`config.mk`:
```
export PLATFORM = sky130hd
export DESIGN_NAME = nabp_filtered_ram
export DESIGN_NICKNAME = d
export VERILOG_FILES = /design/src/nabp_pkg.sv /design/src/nabp_filtered_ram.sv
export SDC_FILE = /design/constraint.sdc
export NUM_CORES = 1
export LEC_CHECK = 0
export BUFFER_PORTS_ARGS = -buffer_cell sky130_fd_sc_hd__buf_2
export CAP_MARGIN = 20
export CORE_MARGIN = 2
export CORE_UTILIZATION = 30
export DETAILED_ROUTE_END_ITERATION = 10
export MAX_ROUTING_LAYER = met4
export SETUP_SLACK_MARGIN = 0.1
export SYNTH_ARGS = -nofsm -noshare
export SYNTH_HDL_FRONTEND = slang
export SYNTH_SLANG_ARGS = --single-unit
```
`constraint.sdc`:
```
create_clock -name clk -period 6.9 [get_ports clk]
set_clock_uncertainty 0.1 [all_clocks]
set_input_delay 1.38 -clock clk [delete_from_list [all_inputs] [get_ports clk]]
set_output_delay 1.38 -clock clk [all_outputs]
set_load 0.005 [all_outputs]
```
`src/nabp_pkg.sv`:
```
package nabp_pkg;

    // fixed geometry
    localparam int K_ANGLES    = 8;
    localparam int K_S_LEN     = 16;
    localparam int K_IMG_DIM   = 8;
    // trig table is Q1.6
    localparam int K_TRIG_FRAC = 6;

    // raw sinogram sample
    typedef logic [11:0]        data_t;
    // filtered sample, signed after the high-pass
    typedef logic signed [15:0] fdata_t;
    typedef logic [2:0]         angle_t;
    // detector bin within a line
    typedef logic [3:0]         bin_t;
    // pixel coordinate, row or column
    typedef logic [2:0]         coord_t;
    // pixel accumulator
    typedef logic signed [23:0] pix_t;
    // row * 8 + column
    typedef logic [5:0]         img_addr_t;
    typedef logic signed [7:0]  trig_t;

    // cos and sin of k * 22.5 deg, rounded
    localparam trig_t K_COS [K_ANGLES] = '{
        8'sd64, 8'sd59, 8'sd45, 8'sd24, 8'sd0, -8'sd24, -8'sd45, -8'sd59
    };
    localparam trig_t K_SIN [K_ANGLES] = '{
        8'sd0, 8'sd24, 8'sd45, 8'sd59, 8'sd64, 8'sd59, 8'sd45, 8'sd24
    };

    // sideband that rides along with each sample
    typedef struct packed {
        logic   valid;
        logic   last;
        logic   bank;
        bin_t   s;
        angle_t angle;
    } line_tag_t;

    // one pixel visit, broadcast to all processing elements
    typedef struct packed {
        logic   valid;
        logic   last;
        logic   bank;
        coord_t x;
        coord_t r;
        angle_t angle;
    } scan_t;

    typedef enum logic [1:0] {SA_IDLE, SA_RUN, SA_WAIT_CREDIT} sa_state_t;
    typedef enum logic [1:0] {PSC_IDLE, PSC_WAIT_BANK, PSC_SCAN, PSC_DRAIN} psc_state_t;

endpackage

```
`src/nabp_filtered_ram.sv`:
```
module nabp_filtered_ram #(
    parameter int n_pe = 2
) (
    input  logic                clk,
    input  logic                rst,
    input  nabp_pkg::fdata_t    wr_val,
    input  nabp_pkg::line_tag_t wr_tag,
    input  logic                release_stb,
    input  logic                release_bank,
    output logic [1:0]          bank_full,
    output nabp_pkg::angle_t    bank_angle [2],
    input  logic                rd_bank,
    input  nabp_pkg::bin_t      rd_bin [n_pe],
    output nabp_pkg::fdata_t    rd_val [n_pe]
);
    import nabp_pkg::*;

    // ping-pong line store
    fdata_t mem [2][K_S_LEN];
    logic   line_done;

    assign line_done = wr_tag.valid && wr_tag.last;

    always_ff @(posedge clk) begin
        if (wr_tag.valid) begin
            mem[wr_tag.bank][wr_tag.s] <= wr_val;
        end
        // angle travels with the bank it was filtered into
        if (line_done) begin
            bank_angle[wr_tag.bank] <= wr_tag.angle;
        end
    end

    // full on last sample, empty on release
    always_ff @(posedge clk) begin
        if (rst) begin
            bank_full <= 2'b00;
        end else begin
            for (int b = 0; b < 2; b++) begin
                if (line_done && wr_tag.bank == 1'(b)) begin
                    bank_full[b] <= 1'b1;
                end else if (release_stb && release_bank == 1'(b)) begin
                    bank_full[b] <= 1'b0;
                end
            end
        end
    end

    // one combinational tap per processing element
    always_comb begin
        for (int i = 0; i < n_pe; i++) begin
            rd_val[i] = mem[rd_bank][rd_bin[i]];
        end
    end

    // credits keep the producer off a bank still being scanned
    a_no_overwrite : assert property (@(posedge clk) disable iff (rst)
        wr_tag.valid |-> !bank_full[wr_tag.bank]);

endmodule

```
# Word-level counts from Yosys, hierarchy flattened
# Memories as Yosys holds them, arrays and structs flattened.
# Cells that the tools add are included.
# totals
rom_bits	0
word_cells	43
mem_bits_rw	512
latchBits	0
input_bits	39
output_inout_bits	40
memories	1
reg_bits	8
# mem_list
memory	words	word_bits	read_ports	rd_clocked_by_memory_dff	write_ports	line_no	text
mem	2	256	1	0	1	nabp_filtered_ram.sv:19	fdata_t mem [2][K_S_LEN];
# classes
n_shift	0
n_div	0
eq_ne	0
multipliers	0
magnitude_cmp	6
n_reduce_logical	9
add_sub_neg	0
muxes	17
n_bitwise	6
# op_table
operator	n
two-way mux 256 bit	1
binary-select mux 16 bit (select 4 bit)	2
two-way mux 16 bit	5
demux 16 bit (select 4 bit)	1
greater-or-equal comparator 5 bit, second input constant	3
NOT 4 -> 5 bit	3
logical AND 1 bit	7
bitwise mux 6 bit	1
less-than comparator 5 x 1 -> 1 bit, second input constant	1
two-way mux 1 bit	5
nonzero test 2 bit	2
demux 3 bit (select 1 bit)	1
two-way mux 3 bit	1
greater-or-equal comparator 2 bit, second input constant	1
less-than comparator 2 x 1 -> 1 bit, second input constant	1
NOT 1 bit	2
NOT 1 -> 2 bit	1

# Logic depth before layout (Yosys ltp)
# depth
word_depth	6
ltp_mapped	8

# Worst setup path before layout
# Ideal clock, no wire load.
# synth_timing
path_type	input port to output port
startpoint	in rd_bank
endpoint	out rd_val[13] (netlist bit)
cell_stages	6
path_buffers	3
arrival_ps	2658
path_slack_ps	2762
path_cell_list	buf_6 > buf_6 > buf_6 > mux4_2 > a221oi_2 > nand3_1
# synth_lines
item	line_no	text
start: declaration	nabp_filtered_ram.sv:12	input logic rd_bank,
end: declaration	nabp_filtered_ram.sv:14	output nabp_pkg::fdata_t rd_val [n_pe]

==> flow_summary.toml <==
[yosys]
yosysTopAreaCell = "edfxtp_1"
synth.ff_latch_count = 520
synthTopCellsByArea = "edfxtp_1 65%, mux4_2 18%, mux2i_1 5.1%"
ys_seq_area_frac = 0.656
synth_top_cell_area_share = 0.654
synth_flop_cell = "edfxtp_1"
syn-instance-count = 1284
syn_area_um2 = 23800
synth_async_sr_flop_share = 0
synth.distinct_cells = 48
synth_nets = 1323
ys_warn_count = 0
avgSynthCellArea_um2 = 18.5
synth-edff-count = 518

[critical_path]
cp-start-kind = "input pin"
worstPathMaxFanout = 87
ff2ff_path_depth = 2
path_cells = "buf_8 > buf_4 > or2_2 > o22ai_1 > nor4_1 > a211oi_1 > buf_2"
slowest_delay_ns = 0.77
cp_top_family = "buffers and inverters"
cp-end-kind = "output port"
cpMaxStageDelayCell = "nor4_1"
worst_ep_required_time_ns = 5.42
path_buf_inv = 3
path_class = "in2out"
cp_data_arrival_time_ns = 4.18
cp.depth = 7

[final_layout]
finalInstanceArea_um2 = 27000
layout_common_cells = "518 x edfxtp_1, 185 x mux4_2, 121 x mux2i_1"
nets = 1395
nFillCells = 7400
final_common_cell = "edfxtp_1"
drive_gt1_frac = 0.296
syn2layout_area_growth_pct = 13.6
fin_cells = 2443

[timing]
maxSlewHeadroom = 0.300
final.setup.tns_ns = 0
setup_viol = 0
tightest_slew_ns = 1.05
period_needed_ns = 5.66
fin_ws_ns = 1.24
timing.fmax_ghz = 0.177
rsz0062_at_grt = "false"
hold_viol_final = 0
fin_crit_sh = 0.820
maxSlewViolCount = 0

[outcome]
status = "finished clean"

[place]
dp.cells = 2353
io_buffers = 78
placed_area_um2 = 25500
dp_hpwl_mm = 45.1
place_ws_ns = 1.28
gp_congestion = 0.850

[clock_network]
cts-resized-gates = 0
postCtsHoldBufs = 0
cts.htree.levels = 2
cts.reportedPaths.clkPinSlew_ns = 0.06
cts_setup_buffers = 0
clk_latency_ns = 0.62
cts_buffer_depth = 3
cts_root_buf = "clkbuf_16"
cts_sinks = 520
cts_buffers = 51
cts_tree = "done"

[power]
seq_power_share = 0.519
powerDensity_nw_per_um2 = 252
switchingPower_uw = 1560
p_comb_frac = 0.084
p_sw_frac = 0.229
power.leakage_uw = 0.00843
ir_drop_mv = 0.170
clockPowerShare = 0.397
internal_power_uw = 5240

[global_route]
grt_pass1_wl_mm = 104
antenna_found_initial = 4
grt-ovfl-total = 0
grt_pass1_vias = 14200
grt_use_total = 0.183
grt_max_degree = 88

[detailed_routing]
wl_per_cell_um = 30.0
drt_wl_total_mm = 73.3
drtAntennaViolNets = 0
post-route-drc-count = 0
via_per_inst = 5.82
vias = 14200
dr.pass1.iters = 5
drtIter0Drc = 2045

[floorplanning]
die_w_um = 286
core_um2 = 78700
die_y_um = 286
initial_core_util = 0.302
ios = 79
die_area_um2 = 81500
rows = 103

[job]
maxCapViolCount = 0

[hold_path]
hold_class = "reg2reg"
whs_path_depth = 2
## power groups by stage
stage	Clock, uW	Sequential, uW	Combinational [uW]
2_1_floorplan	0	3590	338
3_3_place_gp	0	3600	557
3_5_place_dp	0	3600	566
4_1_cts	2740	3530	567
5_1_grt	2870	3530	599
6_report	2700	3530	570
## routing by layer
layer | vias to the layer above | part of all wire | track usage
met5 | - | 0 | -
met1 | 7570 | 0.42 | 0.256
met2 | 837 | 0.46 | 0.275
met3 | 127 | 0.097 | 0.0330
li1 | 5681 | - | -
met4 | 0 | 0.026 | 0.0483
## metrics by stage
step           total power [uW]   util  hold slack, ns
6_report                   6800  0.343           0.407
5_1_grt                    7000  0.343           0.438
4_1_cts                    6840  0.343           0.414
3_5_place_dp               4160  0.323           0.398
3_3_place_gp               4150  0.323           0.366
2_1_floorplan              3930      -           0.380
## layout make-up
class / instances / area (um2) / area share
Clock buffer: 70 / 1390 / 0.0514
Tap cell: 1050 / 1310 / 0.0486
Antenna cell: 1 / 2.50 / 0.0000926
Multi-Input combinational cell: 671 / 7870 / 0.291
Timing Repair Buffer: 111 / 673 / 0.0249
Clock inverter: 19 / 174 / 0.00644
Sequential cell: 520 / 15600 / 0.577
Inverter: 1 / 3.75 / 0.000139
## cells by family after synthesis
family | Yosys count | synth area share
flops | 520 | 0.656
mux | 313 | 0.229
compound gates | 184 | 0.0553
simple gates | 174 | 0.0379
buf+inv | 93 | 0.0215
## worst min-delay path, cell delays in order, from the launching register on
cell and delay [ns]:
dfxtp_1 0.33, a21oi_1 0.06, nor2_1 0.07
## cells in the mapped netlist (3+ instances only)
master     instances
and2_1             6
or3b_2             4
nand4_1            8
buf_2             33
clkbuf_1          33
or3_1              6
o221ai_1          10
a21oi_1            9
a22oi_1           58
buf_6              8
a31oi_1            5
nand2b_1           9
o2111ai_1          3
mux4_2           185
or2_2              3
nor4_1            16
a211oi_1          16
nand3_1           21
nor2_1            48
nand2_1           24
buf_4             16
nand3b_1           5
mux2_2             7
nor2b_1           12
edfxtp_1         518
o22ai_1           69
mux2i_1          121
nor3_1             5
## sequential cells by signal, summed over array words and instances (netlist names)
signal and count:
bank_full 2, bank_angle 6, mem 512
## final timing paths
path / from / to / slack, ns
worst max-delay path: rd_bank / rd_val[26] / 1.24
worst min register to register: bank_full[0] / bank_full[0] / 0.41
worst min-delay path: bank_full[0] / bank_full[0] / 0.41
worst max register to register: bank_full[1] / bank_full[1] / 6.20
(Power assumes the default switching activity.)
