$ cat src/nabp_pkg.sv
package nabp_pkg;

    // fixed geometry
    localparam int K_ANGLES    = 8;
    localparam int K_S_LEN     = 16;
    localparam int K_IMG_DIM   = 8;
    // trig table is Q1.6
    localparam int K_TRIG_FRAC = 6;

    // raw sinogram sample
    typedef logic [11:0]        data_t;
    // filtered sample, signed after the high-pass
    typedef logic signed [15:0] fdata_t;
    typedef logic [2:0]         angle_t;
    // detector bin within a line
    typedef logic [3:0]         bin_t;
    // pixel coordinate, row or column
    typedef logic [2:0]         coord_t;
    // pixel accumulator
    typedef logic signed [23:0] pix_t;
    // row * 8 + column
    typedef logic [5:0]         img_addr_t;
    typedef logic signed [7:0]  trig_t;

    // cos and sin of k * 22.5 deg, rounded
    localparam trig_t K_COS [K_ANGLES] = '{
        8'sd64, 8'sd59, 8'sd45, 8'sd24, 8'sd0, -8'sd24, -8'sd45, -8'sd59
    };
    localparam trig_t K_SIN [K_ANGLES] = '{
        8'sd0, 8'sd24, 8'sd45, 8'sd59, 8'sd64, 8'sd59, 8'sd45, 8'sd24
    };

    // sideband that rides along with each sample
    typedef struct packed {
        logic   valid;
        logic   last;
        logic   bank;
        bin_t   s;
        angle_t angle;
    } line_tag_t;

    // one pixel visit, broadcast to all processing elements
    typedef struct packed {
        logic   valid;
        logic   last;
        logic   bank;
        coord_t x;
        coord_t r;
        angle_t angle;
    } scan_t;

    typedef enum logic [1:0] {SA_IDLE, SA_RUN, SA_WAIT_CREDIT} sa_state_t;
    typedef enum logic [1:0] {PSC_IDLE, PSC_WAIT_BANK, PSC_SCAN, PSC_DRAIN} psc_state_t;

endpackage

$ cat src/nabp_processing_swap_control.sv
module nabp_processing_swap_control #(
    parameter int n_pe = 2
) (
    input  logic             clk,
    input  logic             rst,
    input  logic             kick,
    input  logic [1:0]       bank_full,
    input  nabp_pkg::angle_t bank_angle [2],
    output nabp_pkg::scan_t  scan,
    output logic             release_stb,
    output logic             release_bank,
    output logic             done
);
    import nabp_pkg::*;

    // image rows owned by each element
    localparam int ROWS = K_IMG_DIM / n_pe;

    psc_state_t state;
    logic       exp_bank;
    angle_t     angle_cnt;
    coord_t     x;
    coord_t     r;
    logic [1:0] drain_cnt;
    logic       scan_end;

    assign release_bank = exp_bank;
    assign scan_end     = (x == coord_t'(K_IMG_DIM - 1)) && (r == coord_t'(ROWS - 1));

    always_ff @(posedge clk) begin
        if (rst) begin
            state       <= PSC_IDLE;
            exp_bank    <= 1'b0;
            angle_cnt   <= '0;
            x           <= '0;
            r           <= '0;
            drain_cnt   <= '0;
            scan        <= '0;
            release_stb <= 1'b0;
            done        <= 1'b0;
        end else begin
            // other scan fields hold, bank select stays put during drain
            scan.valid  <= 1'b0;
            release_stb <= 1'b0;
            case (state)
                PSC_IDLE: begin
                    if (kick) begin
                        state     <= PSC_WAIT_BANK;
                        exp_bank  <= 1'b0;
                        angle_cnt <= '0;
                        done      <= 1'b0;
                    end
                end
                PSC_WAIT_BANK: begin
                    // strict bank order, same as the producer
                    if (bank_full[exp_bank]) begin
                        state <= PSC_SCAN;
                        x     <= '0;
                        r     <= '0;
                    end
                end
                PSC_SCAN: begin
                    scan.valid <= 1'b1;
                    scan.last  <= scan_end;
                    scan.bank  <= exp_bank;
                    scan.x     <= x;
                    scan.r     <= r;
                    scan.angle <= bank_angle[exp_bank];
                    // raster over the local band
                    if (scan_end) begin
                        state     <= PSC_DRAIN;
                        drain_cnt <= '0;
                    end else if (x == coord_t'(K_IMG_DIM - 1)) begin
                        x <= '0;
                        r <= r + 1'b1;
                    end else begin
                        x <= x + 1'b1;
                    end
                end
                PSC_DRAIN: begin
                    // two cycles for the element pipeline, then release
                    drain_cnt <= drain_cnt + 1'b1;
                    if (drain_cnt == 2'd1) begin
                        release_stb <= 1'b1;
                    end
                    if (drain_cnt == 2'd2) begin
                        exp_bank  <= ~exp_bank;
                        angle_cnt <= angle_cnt + 1'b1;
                        if (angle_cnt == angle_t'(K_ANGLES - 1)) begin
                            state <= PSC_IDLE;
                            done  <= 1'b1;
                        end else begin
                            state <= PSC_WAIT_BANK;
                        end
                    end
                end
                default: state <= PSC_IDLE;
            endcase
        end
    end

    // release lands in drain, on a bank that is still marked full
    a_release_drain : assert property (@(posedge clk) disable iff (rst)
        release_stb |-> (state == PSC_DRAIN) && bank_full[release_bank]);

endmodule

$ cat config.mk
export PLATFORM = sky130hd
export DESIGN_NAME = nabp_processing_swap_control
export DESIGN_NICKNAME = d
export VERILOG_FILES = /design/src/nabp_pkg.sv /design/src/nabp_processing_swap_control.sv
export SDC_FILE = /design/constraint.sdc
export NUM_CORES = 1
export LEC_CHECK = 0
export ABC_AREA = 1
export ABC_CLOCK_PERIOD_IN_PS = 2700
export BUFFER_PORTS_ARGS = -buffer_cell sky130_fd_sc_hd__buf_2
export CAP_MARGIN = 40
export CORE_ASPECT_RATIO = 0.5
export CORE_MARGIN = 2
export CORE_UTILIZATION = 30
export CTS_CLUSTER_SIZE = 20
export DETAILED_ROUTE_END_ITERATION = 7
export PLACE_DENSITY = 0.52
export REMOVE_ABC_BUFFERS = 1
export SETUP_SLACK_MARGIN = 0.05
export SLEW_MARGIN = 40
export SYNTH_ARGS = -nofsm -noshare
export SYNTH_HDL_FRONTEND = slang
export SYNTH_SLANG_ARGS = --single-unit
$ cat constraint.sdc
create_clock -name clk -period 2.7 [get_ports clk]
set_input_delay 0.135 -clock clk [delete_from_list [all_inputs] [get_ports clk]]
set_output_delay 0.135 -clock clk [all_outputs]
set_load 0.01 [all_outputs]
## After elaboration in Yosys (flattened, before gate mapping)

Cells that the tools add are included.

| cells by class | value |
|---|---|
| add/subtract/negate cells | 4 |
| magnitude comparators | 2 |
| equal/unequal tests | 15 |
| muxes and demuxes | 31 |
| bitwise logic cells | 3 |
| reduce and logical (&&, ||, !) cells | 12 |

Operators with widths:

| kind | count |
|---|---|
| two-way mux 3 bit | 10 |
| case mux 3 bit (2 select lines) | 3 |
| != test 2 bit (second input constant) | 7 |
| two-way mux 12 bit | 1 |
| AND reduction 4 bit | 3 |
| two-way mux 2 bit | 5 |
| adder 3 x 1 -> 3 bit (second input constant) | 3 |
| two-way mux 1 bit | 8 |
| case mux 2 bit (4 select lines) | 1 |
| equality test 2 bit (second input constant) | 3 |
| equality test 3 bit (second input constant) | 2 |
| AND reduction 3 bit | 2 |
| nonzero test 2 bit | 3 |
| equality test 2 x 1 -> 1 bit (second input constant) | 2 |
| case mux 1 bit (2 select lines) | 2 |
| case mux 2 bit (2 select lines) | 1 |
| equality test 3 x 2 -> 1 bit (second input constant) | 1 |
| adder 2 x 1 -> 2 bit (second input constant) | 1 |
| >= comparator 2 bit (second input constant) | 1 |
| zero test 2 bit | 1 |
| less-than comparator 1 x 2 -> 1 bit (second input constant) | 1 |
| NOT 1 bit | 2 |
| NOT 1 -> 2 bit | 1 |
| AND reduction 2 bit | 1 |
| 2 further kinds | 2 |

| storage, ports and cells | value |
|---|---|
| bits in registers | 28 |
| bits of input ports | 11 |
| output and inout port bits | 15 |
| word-level logic and storage cells | 81 |

## Depth between registers and ports, before layout

| depth | value |
|---|---|
| word-level depth | 5 |
| mapped depth | 10 |
| depth with buffers taken out | 10 |

## Least setup slack after synthesis

No wires, ideal clock.

| timing | value |
|---|---|
| kind | register -> register |
| start | reg state[0] |
| end | reg x[1] |
| setup time | 0.116 ns |
| data arrival time | 1.220 ns |
| data required time | 2.584 ns |
| path slack | 1.364 ns |
| cell stages (with the launch flop) | 9 |
| buffers on the path | 0 |
| clock period less this slack | 1.336 ns |
| cells stage by stage | dfxtp_1 -> inv_1 -> ha_1 -> inv_2 -> nand2_1 -> nand2_1 -> nand2_2 -> o21ai_0 -> nor2_1 |

| between the ends | value |
|---|---|
| word-level cells in the longest chain between the ends | 3 |
| elaborated cells between the ends (all ways) | 7 |
| classes of those cells | eq/ne: 4; mux: 1; reduce/logical: 2 |

RTL lines:

| item | RTL line | RTL |
|---|---|---|
| from (decl) | nabp_processing_swap_control.sv:19 | `psc_state_t state;` |
| from (signal assigned) | nabp_processing_swap_control.sv:32 | `state <= PSC_IDLE;` |
| from (signal assigned) | nabp_processing_swap_control.sv:48 | `state <= PSC_WAIT_BANK;` |
| from (signal assigned) | nabp_processing_swap_control.sv:57 | `state <= PSC_SCAN;` |
| equality test 2 bit or equality test 2 x 1 -> 1 bit (tied branches) | nabp_processing_swap_control.sv:45 | `case (state)` |
| != test 2 bit (no line) or nonzero test 2 bit (tied branches) | n/a |  |
| AND reduction 3 bit (no line) | n/a |  |
| to (signal assigned) | nabp_processing_swap_control.sv:77 | `x <= x + 1'b1;` |
| to (decl) | nabp_processing_swap_control.sv:22 | `coord_t x;` |

Parallel ways exist; a longest one is shown, timed or not.
A chain may end at the register's enable or synchronous reset.

## Worst setup path after layout

| timing | value |
|---|---|
| start | reg state[0] |
| end | reg state[1] |

| between the ends | value |
|---|---|
| word-level cells in the longest chain between the ends | 3 |
| elaborated cells between the ends (all ways) | 10 |
| classes of those cells | eq/ne: 7; mux: 1; reduce/logical: 2 |

RTL lines:

| item | RTL line |
|---|---|
| equality test 2 x 1 -> 1 bit, or another cell as far along | nabp_processing_swap_control.sv:45 |
| != test 2 bit (no line) | n/a |
| AND reduction 4 bit (no line) | n/a |

Parallel ways exist; a longest one is shown, timed or not.

==> flow_summary.toml <==
[run_status]
outcome = "finished, final reports clean"

[floorplanning]
die_width_um = 98.34
die_h_um = 51.17
io_pins = 26
die_area_um2 = 5032
rows = 17
fp.coreArea_um2 = 4339
start_util = 0.3077

[detailed_routing]
ant_nets = 0
wl_um = 2751
viasPerCell = 4.328
drtPass1Iterations = 4
drt_iter0_drc = 18
avgRoutedWirePerCell_um = 10.50
route.detailed.drc = 0
vias = 1134

[yosys]
synthFlopType = "dfxtp_1"
synth-edff-count = 0
synth_cell_types = 20
avgSynthCellArea_um2 = 7.417
ys_seq_area_frac = 0.4199
postSynthCellCount = 180
synth_area_um2 = 1335
ys_ff_latch = 28
yosysWarnings = 0
ys_async_sr_fraction = 0

[cells_and_area]
num-fill-cells = 463
drive_above_1_share = 0.1805
multiInputGateArea_um2 = 664.4
post-route-util = 0.3602
layout_commonest_cell = "nand2_1"
mostFrequentLayoutCells = "35 x nand2_1, 28 x dfxtp_1, 26 x nor2_1"
antenna_cells = 0
ff_latch_area_um2 = 560.5
area_growth_pct = 17.06
final_nets = 229

[clock_tree]
clkSlewWorstSetupHoldPaths_ps = 100
clock-sinks = 28
cts.repair.resized = 0
clk_latency_ps = 270
cts-htree-levels = 1
cts_hold_buf = 0
root_buffer = "clkbuf_8"
cts_buffer_depth = 2
cts_tree = "built"
cts_buffers = 3
post_cts_buffers = 0

[pwr]
leakagePower_nw = 0.7933
powerDensity_nw_per_um2 = 910.3
irDropWorstVdd_uv = 253.8

[worst_setup_path]
cp-start-kind = "register"
setup.worst_path.class = "register to register"
crit_required_ps = 2870
cp.arrival_ps = 1930
cp-end-kind = "register"
worstPathMaxFanout = 12

[worst_hold_path]
hold_class = "input pin to register"

[global_route]
overflow = 0
antenna_found_initial = 0
grt_max_degree = 24
grt_pass1_wl_um = 4526
grt_usage = 0.1133
grt_pass1_vias = 1055

[timing]
worst_pin_slew_ps = 670.1
setup_tns_ps = 0
fin_crit_sh = 0.6510
hold_viol_final = 0
whs_ps = 100.5
max_freq_mhz = 568.9
slew-limit-headroom = 0.5528
rsz0062_at_grt = "no"
setup_viol = 0
period_needed_ps = 1758
finalMaxSlewViolations = 0
finalClockSkew_ps = 7.551

[placed_design]
port_buffers = 25
place_congestion = 0.7569
hpwl_um = 2030

[job]
drv_cap = 0
[cell type report]
| cell class | count | area share |
|---|---|---|
| clock buffers | 4 | 0.03523 |
| flip-flops and latches | 28 | 0.3587 |
| inverters | 21 | 0.05044 |
| multi-input cells | 126 | 0.4251 |
| repair buffers | 26 | 0.08487 |
| well taps | 57 | 0.04564 |
[synthesized netlist by cell type (all sizes together) (2+ instances only)]
master  count  area share
inv        21       0.059
nand3       9       0.037
buf         5       0.023
nor2       27       0.078
a21oi      16       0.060
o21ai      19       0.074
nand2      37        0.11
nor3        2      0.0075
ha         12        0.11
dfxtp      28        0.42
[stage by stage]
stage                     setup WS (ps)  cells  power (mW)  area, um^2
after floorplan                    1123    175      0.9951        1304
after global placement            975.2    258       1.172        1508
after detailed placement          946.8    258       1.178        1508
after CTS                         934.4    262       1.445        1563
after global routing              738.6    262       1.562        1563
final                             942.3    262       1.423        1563
[report_power, final]
| group | leakage, nW | switching (mW) | total (mW) | internal (mW) |
|---|---|---|---|---|
| Combinational | 0.536 | 0.364 | 0.578 | 0.213 |
| Clock | 0.0288 | 0.128 | 0.259 | 0.131 |
| Sequential | 0.229 | 0.0642 | 0.586 | 0.522 |
[worst max-delay path, cell delays in order (launching register included)]
cell     delay, ps
dfxtp_1        410
inv_1          100
ha_1           340
buf_4          230
nand2_1        130
nand3_1        100
nor2_2         160
nand2_1         70
nand2_1         60
nor2_1          50
[layer usage]
metal | share of wire | GRT usage
met1 | 0.51 | 0.1364
met4 | 0.0055 | 0.02740
met3 | 0.031 | 0.03557
met5 | 0 | 0
met2 | 0.46 | 0.2007
[final timing paths]
kind                       from       end  slack [ps]  cells after the start
setup / recovery       state[0]  state[1]         940                      9
hold / removal    bank_angle[3]   scan[0]         100                      3
setup reg to reg       state[0]  state[1]         940                      9
hold reg to reg            r[2]      r[2]         470                      2
[state kept, by name, indices dropped and copies added (netlist names)]
name          count
angle_cnt         3
scan             12
release_stb       1
drain_cnt         2
state             2
done              1
release_bank      1
r                 3
x                 3
[cells by family (layout without fill, tap and decap cells)]
family | Yosys count | after routing | share of synthesized area
adders and majority gates | 12 | 12 | 0.1125
buffers and inverters | 26 | 51 | 0.08248
AOI/OAI and AO/OA | 37 | 37 | 0.1453
and+or+nand+nor | 77 | 77 | 0.2399
DFF | 28 | 28 | 0.4199
Note: power is estimated with default switching activity, not from simulation.
