==> config.mk <==
export PLATFORM = sky130hd
export DESIGN_NAME = nabp_sinogram_addresser
export DESIGN_NICKNAME = d
export VERILOG_FILES = /design/src/nabp_pkg.sv /design/src/nabp_sinogram_addresser.sv
export SDC_FILE = /design/constraint.sdc
export NUM_CORES = 1
export LEC_CHECK = 0
export BUFFER_PORTS_ARGS = -buffer_cell sky130_fd_sc_hd__buf_2
export CAP_MARGIN = 30
export CELL_PAD_IN_SITES_DETAIL_PLACEMENT = 0
export CELL_PAD_IN_SITES_GLOBAL_PLACEMENT = 1
export CORE_UTILIZATION = 42
export CTS_BUF_LIST = sky130_fd_sc_hd__clkbuf_2
export CTS_CLUSTER_SIZE = 40
export DETAILED_ROUTE_END_ITERATION = 16
export PLACE_DENSITY_LB_ADDON = 0.05
export SLEW_MARGIN = 25
export SYNTH_ARGS = -nofsm -noshare
export SYNTH_HDL_FRONTEND = slang
export SYNTH_SLANG_ARGS = --single-unit
==> constraint.sdc <==
create_clock -name clk -period 2.5 [get_ports clk]
set_input_delay 0.25 -clock clk [delete_from_list [all_inputs] [get_ports clk]]
set_output_delay 0.25 -clock clk [all_outputs]
set_load 0.005 [all_outputs]
==> src/nabp_pkg.sv <==
package nabp_pkg;

    // fixed geometry
    localparam int K_ANGLES    = 8;
    localparam int K_S_LEN     = 16;
    localparam int K_IMG_DIM   = 8;
    // trig table is Q1.6
    localparam int K_TRIG_FRAC = 6;

    // raw sinogram sample
    typedef logic [11:0]        data_t;
    // filtered sample, signed after the high-pass
    typedef logic signed [15:0] fdata_t;
    typedef logic [2:0]         angle_t;
    // detector bin within a line
    typedef logic [3:0]         bin_t;
    // pixel coordinate, row or column
    typedef logic [2:0]         coord_t;
    // pixel accumulator
    typedef logic signed [23:0] pix_t;
    // row * 8 + column
    typedef logic [5:0]         img_addr_t;
    typedef logic signed [7:0]  trig_t;

    // cos and sin of k * 22.5 deg, rounded
    localparam trig_t K_COS [K_ANGLES] = '{
        8'sd64, 8'sd59, 8'sd45, 8'sd24, 8'sd0, -8'sd24, -8'sd45, -8'sd59
    };
    localparam trig_t K_SIN [K_ANGLES] = '{
        8'sd0, 8'sd24, 8'sd45, 8'sd59, 8'sd64, 8'sd59, 8'sd45, 8'sd24
    };

    // sideband that rides along with each sample
    typedef struct packed {
        logic   valid;
        logic   last;
        logic   bank;
        bin_t   s;
        angle_t angle;
    } line_tag_t;

    // one pixel visit, broadcast to all processing elements
    typedef struct packed {
        logic   valid;
        logic   last;
        logic   bank;
        coord_t x;
        coord_t r;
        angle_t angle;
    } scan_t;

    typedef enum logic [1:0] {SA_IDLE, SA_RUN, SA_WAIT_CREDIT} sa_state_t;
    typedef enum logic [1:0] {PSC_IDLE, PSC_WAIT_BANK, PSC_SCAN, PSC_DRAIN} psc_state_t;

endpackage

==> src/nabp_sinogram_addresser.sv <==
module nabp_sinogram_addresser (
    input  logic                clk,
    input  logic                rst,
    input  logic                kick,
    input  logic                credit_return,
    output logic [6:0]          sg_addr,
    output nabp_pkg::line_tag_t tag
);
    import nabp_pkg::*;

    sa_state_t  state;
    angle_t     angle;
    bin_t       s;
    logic       bank;
    logic [1:0] credits;
    logic       active;
    logic       line_start;
    logic       line_end;
    logic       run_end;
    logic       issue;
    logic       spend;

    // address is angle * 16 + s, held while stalled
    assign sg_addr    = {angle, s};
    assign active     = (state == SA_RUN) || (state == SA_WAIT_CREDIT);
    assign line_start = (s == '0);
    assign line_end   = (s == bin_t'(K_S_LEN - 1));
    assign run_end    = line_end && (angle == angle_t'(K_ANGLES - 1));
    // a line may only begin with a free bank in hand
    assign issue      = active && (!line_start || credits != 2'd0);
    assign spend      = issue && line_start;

    always_ff @(posedge clk) begin
        if (rst) begin
            state   <= SA_IDLE;
            angle   <= '0;
            s       <= '0;
            bank    <= 1'b0;
            credits <= 2'd2;
            tag     <= '0;
        end else begin
            // one credit out per line, one back per released bank
            credits <= credits - 2'(spend) + 2'(credit_return);
            // tag lines up with sg_val one cycle later
            tag.valid <= issue;
            tag.last  <= issue && line_end;
            tag.bank  <= bank;
            tag.s     <= s;
            tag.angle <= angle;
            case (state)
                SA_IDLE: begin
                    // all banks back means the previous run is fully processed
                    if (kick && credits == 2'd2) begin
                        state <= SA_RUN;
                        angle <= '0;
                        s     <= '0;
                        bank  <= 1'b0;
                    end
                end
                default: begin
                    if (!issue) begin
                        state <= SA_WAIT_CREDIT;
                    end else if (run_end) begin
                        // last address stays on the port
                        state <= SA_IDLE;
                    end else begin
                        state <= SA_RUN;
                        s     <= s + 1'b1;
                        // banks alternate line by line
                        if (line_end) begin
                            angle <= angle + 1'b1;
                            bank  <= ~bank;
                        end
                    end
                end
            endcase
        end
    end

    // releases never outrun the lines handed out
    a_credit_max : assert property (@(posedge clk) disable iff (rst) credits <= 2'd2);

endmodule

# --- Word level (Yosys, flattened, before mapping) ---
# Index checks and enable logic that the tools add are counted.
op_classes:
  n_eq_ne: 7
  n_mux: 18
  bitwise: 1
  n_reduce_logical: 15
  n_addsub: 4
ops:
  columns: ["cell", "count"]
  rows:
  - ["4-bit two-way mux", 4]
  - ["3-bit two-way mux", 5]
  - ["1-bit two-way mux", 6]
  - ["2-bit two-way mux", 3]
  - ["2-bit nonzero test", 3]
  - ["1-bit logical AND", 5]
  - ["4-bit by 1-bit adder with 4-bit output, second input constant", 1]
  - ["2-bit equality test, second input constant", 2]
  - ["4-bit equality test, second input constant", 1]
  - ["4-bit logical NOT", 1]
  - ["4-bit AND reduction", 1]
  - ["3-bit by 1-bit adder with 3-bit output, second input constant", 1]
  - ["3-bit equality test, second input constant", 1]
  - ["3-bit AND reduction", 1]
  - ["2-bit by 1-bit adder with 2-bit output", 1]
  - ["2-bit by 1-bit equality test with 1-bit output, second input constant", 1]
  - ["2-bit logical NOT", 1]
  - ["1-bit logical OR", 2]
  - ["2-bit by 1-bit != test with 1-bit output, second input constant", 1]
  - ["2-bit != test, second input constant", 1]
  - ["2-bit by 1-bit subtractor with 2-bit output", 1]
  - ["1-bit logical NOT", 1]
  - ["1-bit NOT", 1]
totals:
  inputBits: 4
  wordCells: 55
  regBits: 22
  out_inout_bits: 17

# --- Depth between registers and ports, before layout ---
# Gate-level depths: netlist (run 1).
depth:
  word_depth: 7
  ltp_mapped: 12
  ltp_nobuf: 11

# --- Least setup slack after synthesis (run 1) ---
# Ideal clock, no wire load.
synth_timing:
  path_kind: "register to register"
  startpoint: "register s[0]"
  endpoint: "register credits[1]"
  setup_ns: 0.117
  arrival_ns: 2.108
  slack_ns: 0.275
  n_path_buf: 1
  period_less_slack_ns: 2.225
  stages_incl_launch_ff: 13
  required_ns: 2.383
  cell_sequence: "dfxtp_1 > inv_1 > ha_1 > or3b_4 > o31ai_4 > buf_6 > nor2_1 > ha_1 > inv_1 > ha_1 > xor2_1 > xnor2_1 > nand2b_1"
synth_via:
  elab_chain_cells: 7
synth_lines:
  columns: ["element", "line_no", "text"]
  rows:
  - ["start, declared", "nabp_sinogram_addresser.sv:13", "bin_t s;"]
  - ["start signal, assigned", "nabp_sinogram_addresser.sv:68", "s <= s + 1'b1;"]
  - ["4-bit logical NOT *", "nabp_sinogram_addresser.sv:26", "assign line_start = (s == '0);"]
  - ["1-bit logical NOT", "nabp_sinogram_addresser.sv:30", "assign issue = active && (!line_start || credits != 2'd0);"]
  - ["1-bit logical OR", "nabp_sinogram_addresser.sv:30", null]
  - ["1-bit logical AND", "nabp_sinogram_addresser.sv:30", null]
  - ["1-bit logical AND *", "nabp_sinogram_addresser.sv:31", "assign spend = issue && line_start;"]
  - ["2-bit by 1-bit subtractor with 2-bit output *", "nabp_sinogram_addresser.sv:43", "credits <= credits - 2'(spend) + 2'(credit_return);"]
  - ["2-bit by 1-bit adder with 2-bit output *", "nabp_sinogram_addresser.sv:43", null]
  - ["end signal, assigned", "nabp_sinogram_addresser.sv:43", null]
  - ["end, declared", "nabp_sinogram_addresser.sv:15", "logic [1:0] credits;"]
# Every way passes the cells marked *; elsewhere a longest branch is shown, timed or not.
# A chain may end at the register's enable or synchronous reset.

# --- Final worst setup path (run 1) ---
# Ends and elaborated chain as after synthesis.

==> flow_metrics.env, run 1 <==
export IMPL_status="finished, final reports clean"
export IMPL_netlist_area_sq_um=942.2
export IMPL_grt_pass1_vias=673
export IMPL_setup_violations_final=0
export IMPL_portBuffers=20
export IMPL_diodes=0
export IMPL_final_cell_mix="dfxtp_1, buf_2, nor2_1, nor2b_1, ha_1"
export IMPL_grt_ovfl_total=0
export IMPL_ys_warn_count=0
export IMPL_clock_latency_ps=320
export IMPL_path_max_fanout=7
export IMPL_grt_pass1_wl_mm=2.842
export IMPL_crit_required_ps=2740
export IMPL_start_util_pct=46.14
export IMPL_wl_mm=1.646
export IMPL_hpwl_mm=1.141
export IMPL_cts_clk_slew_worst_paths_ps=200
export IMPL_endpoint_kind="flop"
export IMPL_hp_class="in -> reg"
export IMPL_max_freq_ghz=0.4526
export IMPL_fin_crit_ps=2209
export IMPL_fin_util_pct=53.98
export IMPL_cts_tree="built"
export IMPL_synth_top_area_share_pct=46.75
export IMPL_chipWidth_microns=49.36
export IMPL_postCtsSetupRepairBufs=0
export IMPL_ys_seq_elements=22
export IMPL_syn_mean_instance_area_sq_um=10.13
export IMPL_num_vias=729
export IMPL_worst_pin_slew_ps=452.6
export IMPL_syn_num_nets=104
export IMPL_antenna_found_initial=0
export IMPL_fin_crit_sh_pct=88.37
export IMPL_drt_iter0_markers=6
export IMPL_synthCells=93
export IMPL_io_pins=21
export IMPL_cap_violations=0
export IMPL_finalClockSkew_ps=3.408
export IMPL_htree_levels=1
export IMPL_slew_viol_final=0
export IMPL_final_common_cell="dfxtp_1"
export IMPL_fin_nets=125
export IMPL_setup_tns_ps=0
export IMPL_cts_resized=0
export IMPL_rsz0062_at_grt="false"
export IMPL_track_usage_pct=15.22
export IMPL_first_pass_iters=4
export IMPL_remaining_drc_errors=0
export IMPL_postRouteAntennaNets=0
export IMPL_die_h_microns=49.36
export IMPL_grt_max_degree=23
export IMPL_cp_start_kind="flop"
export IMPL_core_area_sq_um=2042
export IMPL_yosys_top_cells_area="dfxtp_1, ha_1, nor2b_1"
export IMPL_p_per_area_nw_per_um2=898.6
export IMPL_cts_buffers_inserted=3
export IMPL_hold_viol=0
export IMPL_area_delta_synth_final_pct=17.00
export IMPL_viasPerCell=5.207
export IMPL_drt_wirelength_per_cell_microns=11.76
export IMPL_num_rows=16
export IMPL_cts_num_sinks=22
export IMPL_criticalPathCategory="reg -> reg"
export IMPL_irDropWorstVdd_mv=0.7386
export IMPL_gp_congestion=0.7631
export IMPL_max_clock_path_buffers=2
export IMPL_critPathArrivalTime_ps=2450
export IMPL_slew_headroom_pct=69.82
export IMPL_leakagePower_nw=0.4979
export IMPL_drive_above_1_share_pct=23.89
export IMPL_dp_cells=136
export IMPL_synth_cell_types=29
export IMPL_synth_seq_area_share_pct=46.75
export IMPL_cts_root_buf="clkbuf_2"
export IMPL_final_cells=140
export IMPL_die_area_sq_um=2436
export IMPL_cts_hold_buf=0
export IMPL_yosys_area_top_type="dfxtp_1"
## kinds of logic after synthesis
logic type                 after synthesis  share of synthesized area (%)
and+or+nand+nor                         31                          19.92
DFF                                     22                          46.75
AOI/OAI and AO/OA                       16                          12.88
buffers and inverters                   11                          5.179
adders and majority gates                7                          9.296
xor gates and xnor gates                 3                          2.789
muxes                                    3                          3.187
## critical path, cell delays in order (launching register included)
cell and delay [ps]:
dfxtp_1 400, inv_1 90, ha_1 150, or3b_4 390
o31ai_4 180, nor2_1 70, ha_1 260, inv_1 50
ha_1 150, xor2_1 180, xnor2_1 140, nand2b_1 70
## per-stage QoR
step           instance area (sq um)  power [mW]  setup WS [ps]  hold slack, ps
4_1_cts                         1102       1.007          274.7           229.4
5_1_grt                         1102       1.075          101.7           232.6
3_5_place_dp                    1057      0.7602          305.1           470.8
2_1_floorplan                  942.2      0.6894          274.7           321.6
6_report                        1102      0.9905          290.6           243.1
3_3_place_gp                    1057      0.7507          329.6           472.0
## synthesized netlist by cell type, drive strengths merged
cell type / count
xor2: 1
mux2i: 3
o31a: 1
nor2b: 7
nor2: 11
or4b: 1
o31ai: 1
or3b: 1
dfxtp: 22
inv: 6
and4b: 1
nand4b: 1
o21ai: 1
xnor2: 2
buf: 2
or3: 2
nand2b: 1
and3b: 1
clkbuf: 3
nor3: 1
o311ai: 4
a22oi: 2
or4: 2
nand4: 1
and4: 1
ha: 7
a21oi: 6
a31oi: 1
## path summary, 6_finish.rpt
| path | startpoint | end | slack [ps] | cells past startpoint |
|---|---|---|---|---|
| setup / recovery | s[0] | credits[1] | 290 | 11 |
| hold / removal | credit_return | credits[0] | 240 | 3 |
| setup reg to reg | s[0] | credits[1] | 290 | 11 |
| hold reg to reg | bank | tag[7] | 490 | 1 |
## where the power goes
part | internal (mW) | leakage [nW] | switching [mW]
logic | 0.150 | 0.293 | 0.176
clock network | 0.138 | 0.0266 | 0.104
registers | 0.391 | 0.178 | 0.0322
## flip-flops by register name (all words and copies together), names as in the netlist
register  flops
tag          10
angle         3
credits       2
s             4
state         2
bank          1
## layer usage
metal / vias up / global-route usage (%) / wire length [microns]
met5: - / 0 / 0
met3: 3 / 3.115 / 75
met2: 20 / 26.48 / 793
met4: 0 / 7.353 / 21
met1: 338 / 17.49 / 755
li1: 368 / - / -
## area by class of cell
type                    count  area (sq um)
well taps                  27         33.78
flip-flops and latches     22         440.4
fillers                   202         939.7
inverters                   6         22.52
clock buffers               3         15.01
repair buffers             21         107.6
multi-input cells          60         452.9
clock inverters             1         30.03
(Power assumes the default switching activity.)
==> run 2, diff against run 1 <==
ABC_CLOCK_PERIOD_IN_PS = 2500   (was default)
MAX_ROUTING_LAYER = met4   (was default)
==> flow_metrics.env, run 2 (synthesis results as in run 1) <==
export IMPL_status="finished, final reports clean"
export IMPL_m1WireLength_microns=770
export IMPL_fin_crit_ps=2203
export IMPL_cts_num_sinks=22
export IMPL_hold_viol=0
export IMPL_grt_pass1_vias=672
export IMPL_slew_viol_final=0
export IMPL_num_vias=730
export IMPL_path_max_fanout=7
export IMPL_postCtsSetupRepairBufs=0
export IMPL_diodes=0
export IMPL_criticalPathCategory="reg -> reg"
export IMPL_die_area_sq_um=2436
export IMPL_chipWidth_microns=49.36
export IMPL_postRouteAntennaNets=0
export IMPL_path_cells="inv_1 > ha_1 > or3b_4 > o31ai_4 > nor2_1 > ha_1 > inv_1 > ha_1 > xor2_1 > xnor2_1 > nand2b_1"
export IMPL_largest_reg_flops=10
export IMPL_hp_class="in -> reg"
export IMPL_core_area_sq_um=2042
export IMPL_drive_above_1_share_pct=23.89
export IMPL_htree_levels=1
export IMPL_remaining_drc_errors=0
export IMPL_critical_path_top_cell_by_count="ha_1"
export IMPL_p_per_area_nw_per_um2=899.3
export IMPL_setup_violations_final=0
export IMPL_reg_top3="tag (10), s (4), angle (3)"
export IMPL_cap_violations=0
export IMPL_fin_crit_sh_pct=88.11
export IMPL_slew_headroom_pct=70.35
export IMPL_cts_clk_slew_worst_paths_ps=200
export IMPL_viasPerCell=5.214
export IMPL_critPathArrivalTime_ps=2450
export IMPL_regMostFlops="tag"
export IMPL_cts_root_buf="clkbuf_2"
export IMPL_max_clock_path_buffers=2
export IMPL_finalClockSkew_ps=1.219
export IMPL_grt_pass1_wl_mm=2.842
export IMPL_io_pins=21
export IMPL_track_usage_pct=15.65
export IMPL_cts_tree="built"
export IMPL_num_rows=16
export IMPL_path_buf_inv=2
export IMPL_met2WireLength_microns=778
export IMPL_leakagePower_nw=0.4979
export IMPL_area_delta_synth_final_pct=17.00
export IMPL_die_h_microns=49.36
export IMPL_first_pass_iters=4
export IMPL_rrSetupSlack_ps=300
export IMPL_worst_pin_slew_ps=444.7
export IMPL_grt_ovfl_total=0
export IMPL_wl_met3_microns=72
export IMPL_final_common_cell="dfxtp_1"
export IMPL_routed_top_layer="met4"
export IMPL_drt_wirelength_per_cell_microns=11.78
export IMPL_endpoint_kind="flop"
export IMPL_cts_resized=0
export IMPL_p_total_mw=0.9913
export IMPL_crit_required_ps=2750
export IMPL_rsz0062_at_grt="false"
export IMPL_cts_hold_buf=0
export IMPL_portBuffers=20
export IMPL_hpwl_mm=1.141
export IMPL_crit_family="adder cells"
export IMPL_final_cell_mix="dfxtp_1, buf_2, nor2_1, nor2b_1, ha_1"
export IMPL_clock_latency_ps=320
export IMPL_cp_start_kind="flop"
export IMPL_max_freq_ghz=0.4540
export IMPL_wl_mm=1.649
export IMPL_cp_slowest_stage_delay_ps=400
export IMPL_gp_congestion=0.7733
export IMPL_grt_max_degree=23
export IMPL_irDropWorstVdd_mv=0.7387
export IMPL_fin_nets=125
export IMPL_drt_iter0_markers=6
export IMPL_cp_slowest_cell="dfxtp_1"
export IMPL_start_util_pct=46.14
export IMPL_setup_tns_ps=0
export IMPL_cts_buffers_inserted=3
export IMPL_antenna_found_initial=0
## run 2: cell counts in the layout (fill, tap and decap cells not counted)
No cell type changed its count.
## run 2: cell type report
type	instances	area [sq um]
clock buffer	3	15.01
tap	27	33.78
fill	202	939.7
timing repair buffer	21	107.6
clock inverter	1	30.03
inverter	6	22.52
multi-input combinational	60	452.9
sequential	22	440.4
## run 2: metrics by stage
| stage | hold WS, ps | instance area (sq um) | utilization, % | setup WS [ps] | instances |
|---|---|---|---|---|---|
| floorplan | 321.6 | 942.2 | - | 274.7 | 93 |
| global placement | 472.0 | 1057 | 51.78 | 329.6 | 136 |
| detailed placement | 470.8 | 1057 | 51.78 | 305.1 | 136 |
| CTS | 229.4 | 1102 | 53.98 | 274.7 | 140 |
| global route | 232.6 | 1102 | 53.98 | 101.7 | 140 |
| finish | 241.6 | 1102 | 53.98 | 297.2 | 140 |
## run 2: worst paths after layout
check	startpoint	to	cells after the start
setup / recovery	s[0]	credits[1]	11
hold / removal	credit_return	credits[0]	3
setup reg to reg	s[0]	credits[1]	11
hold reg to reg	bank	tag[7]	1
## run 2: where the power goes
group          internal (mW)  switching, mW  total (mW)
Combinational          0.149          0.175       0.324
Clock                  0.138          0.106       0.244
Sequential             0.391         0.0322       0.423
## run 2: worst min-delay path, delay by kind of cell
kind	cells	cell delay, ps
adder cells (fa/ha/maj)	1	110
AND/OR/NAND/NOR	1	100
buffers and inverters	1	80
## run 2: metal layers
layer | vias up | global-route usage, %
met2 | 18 | 26.48
met3 | 5 | 3.115
li1 | 368 | -
met4 | 0 | 7.353
met5 | - | -
met1 | 339 | 17.49
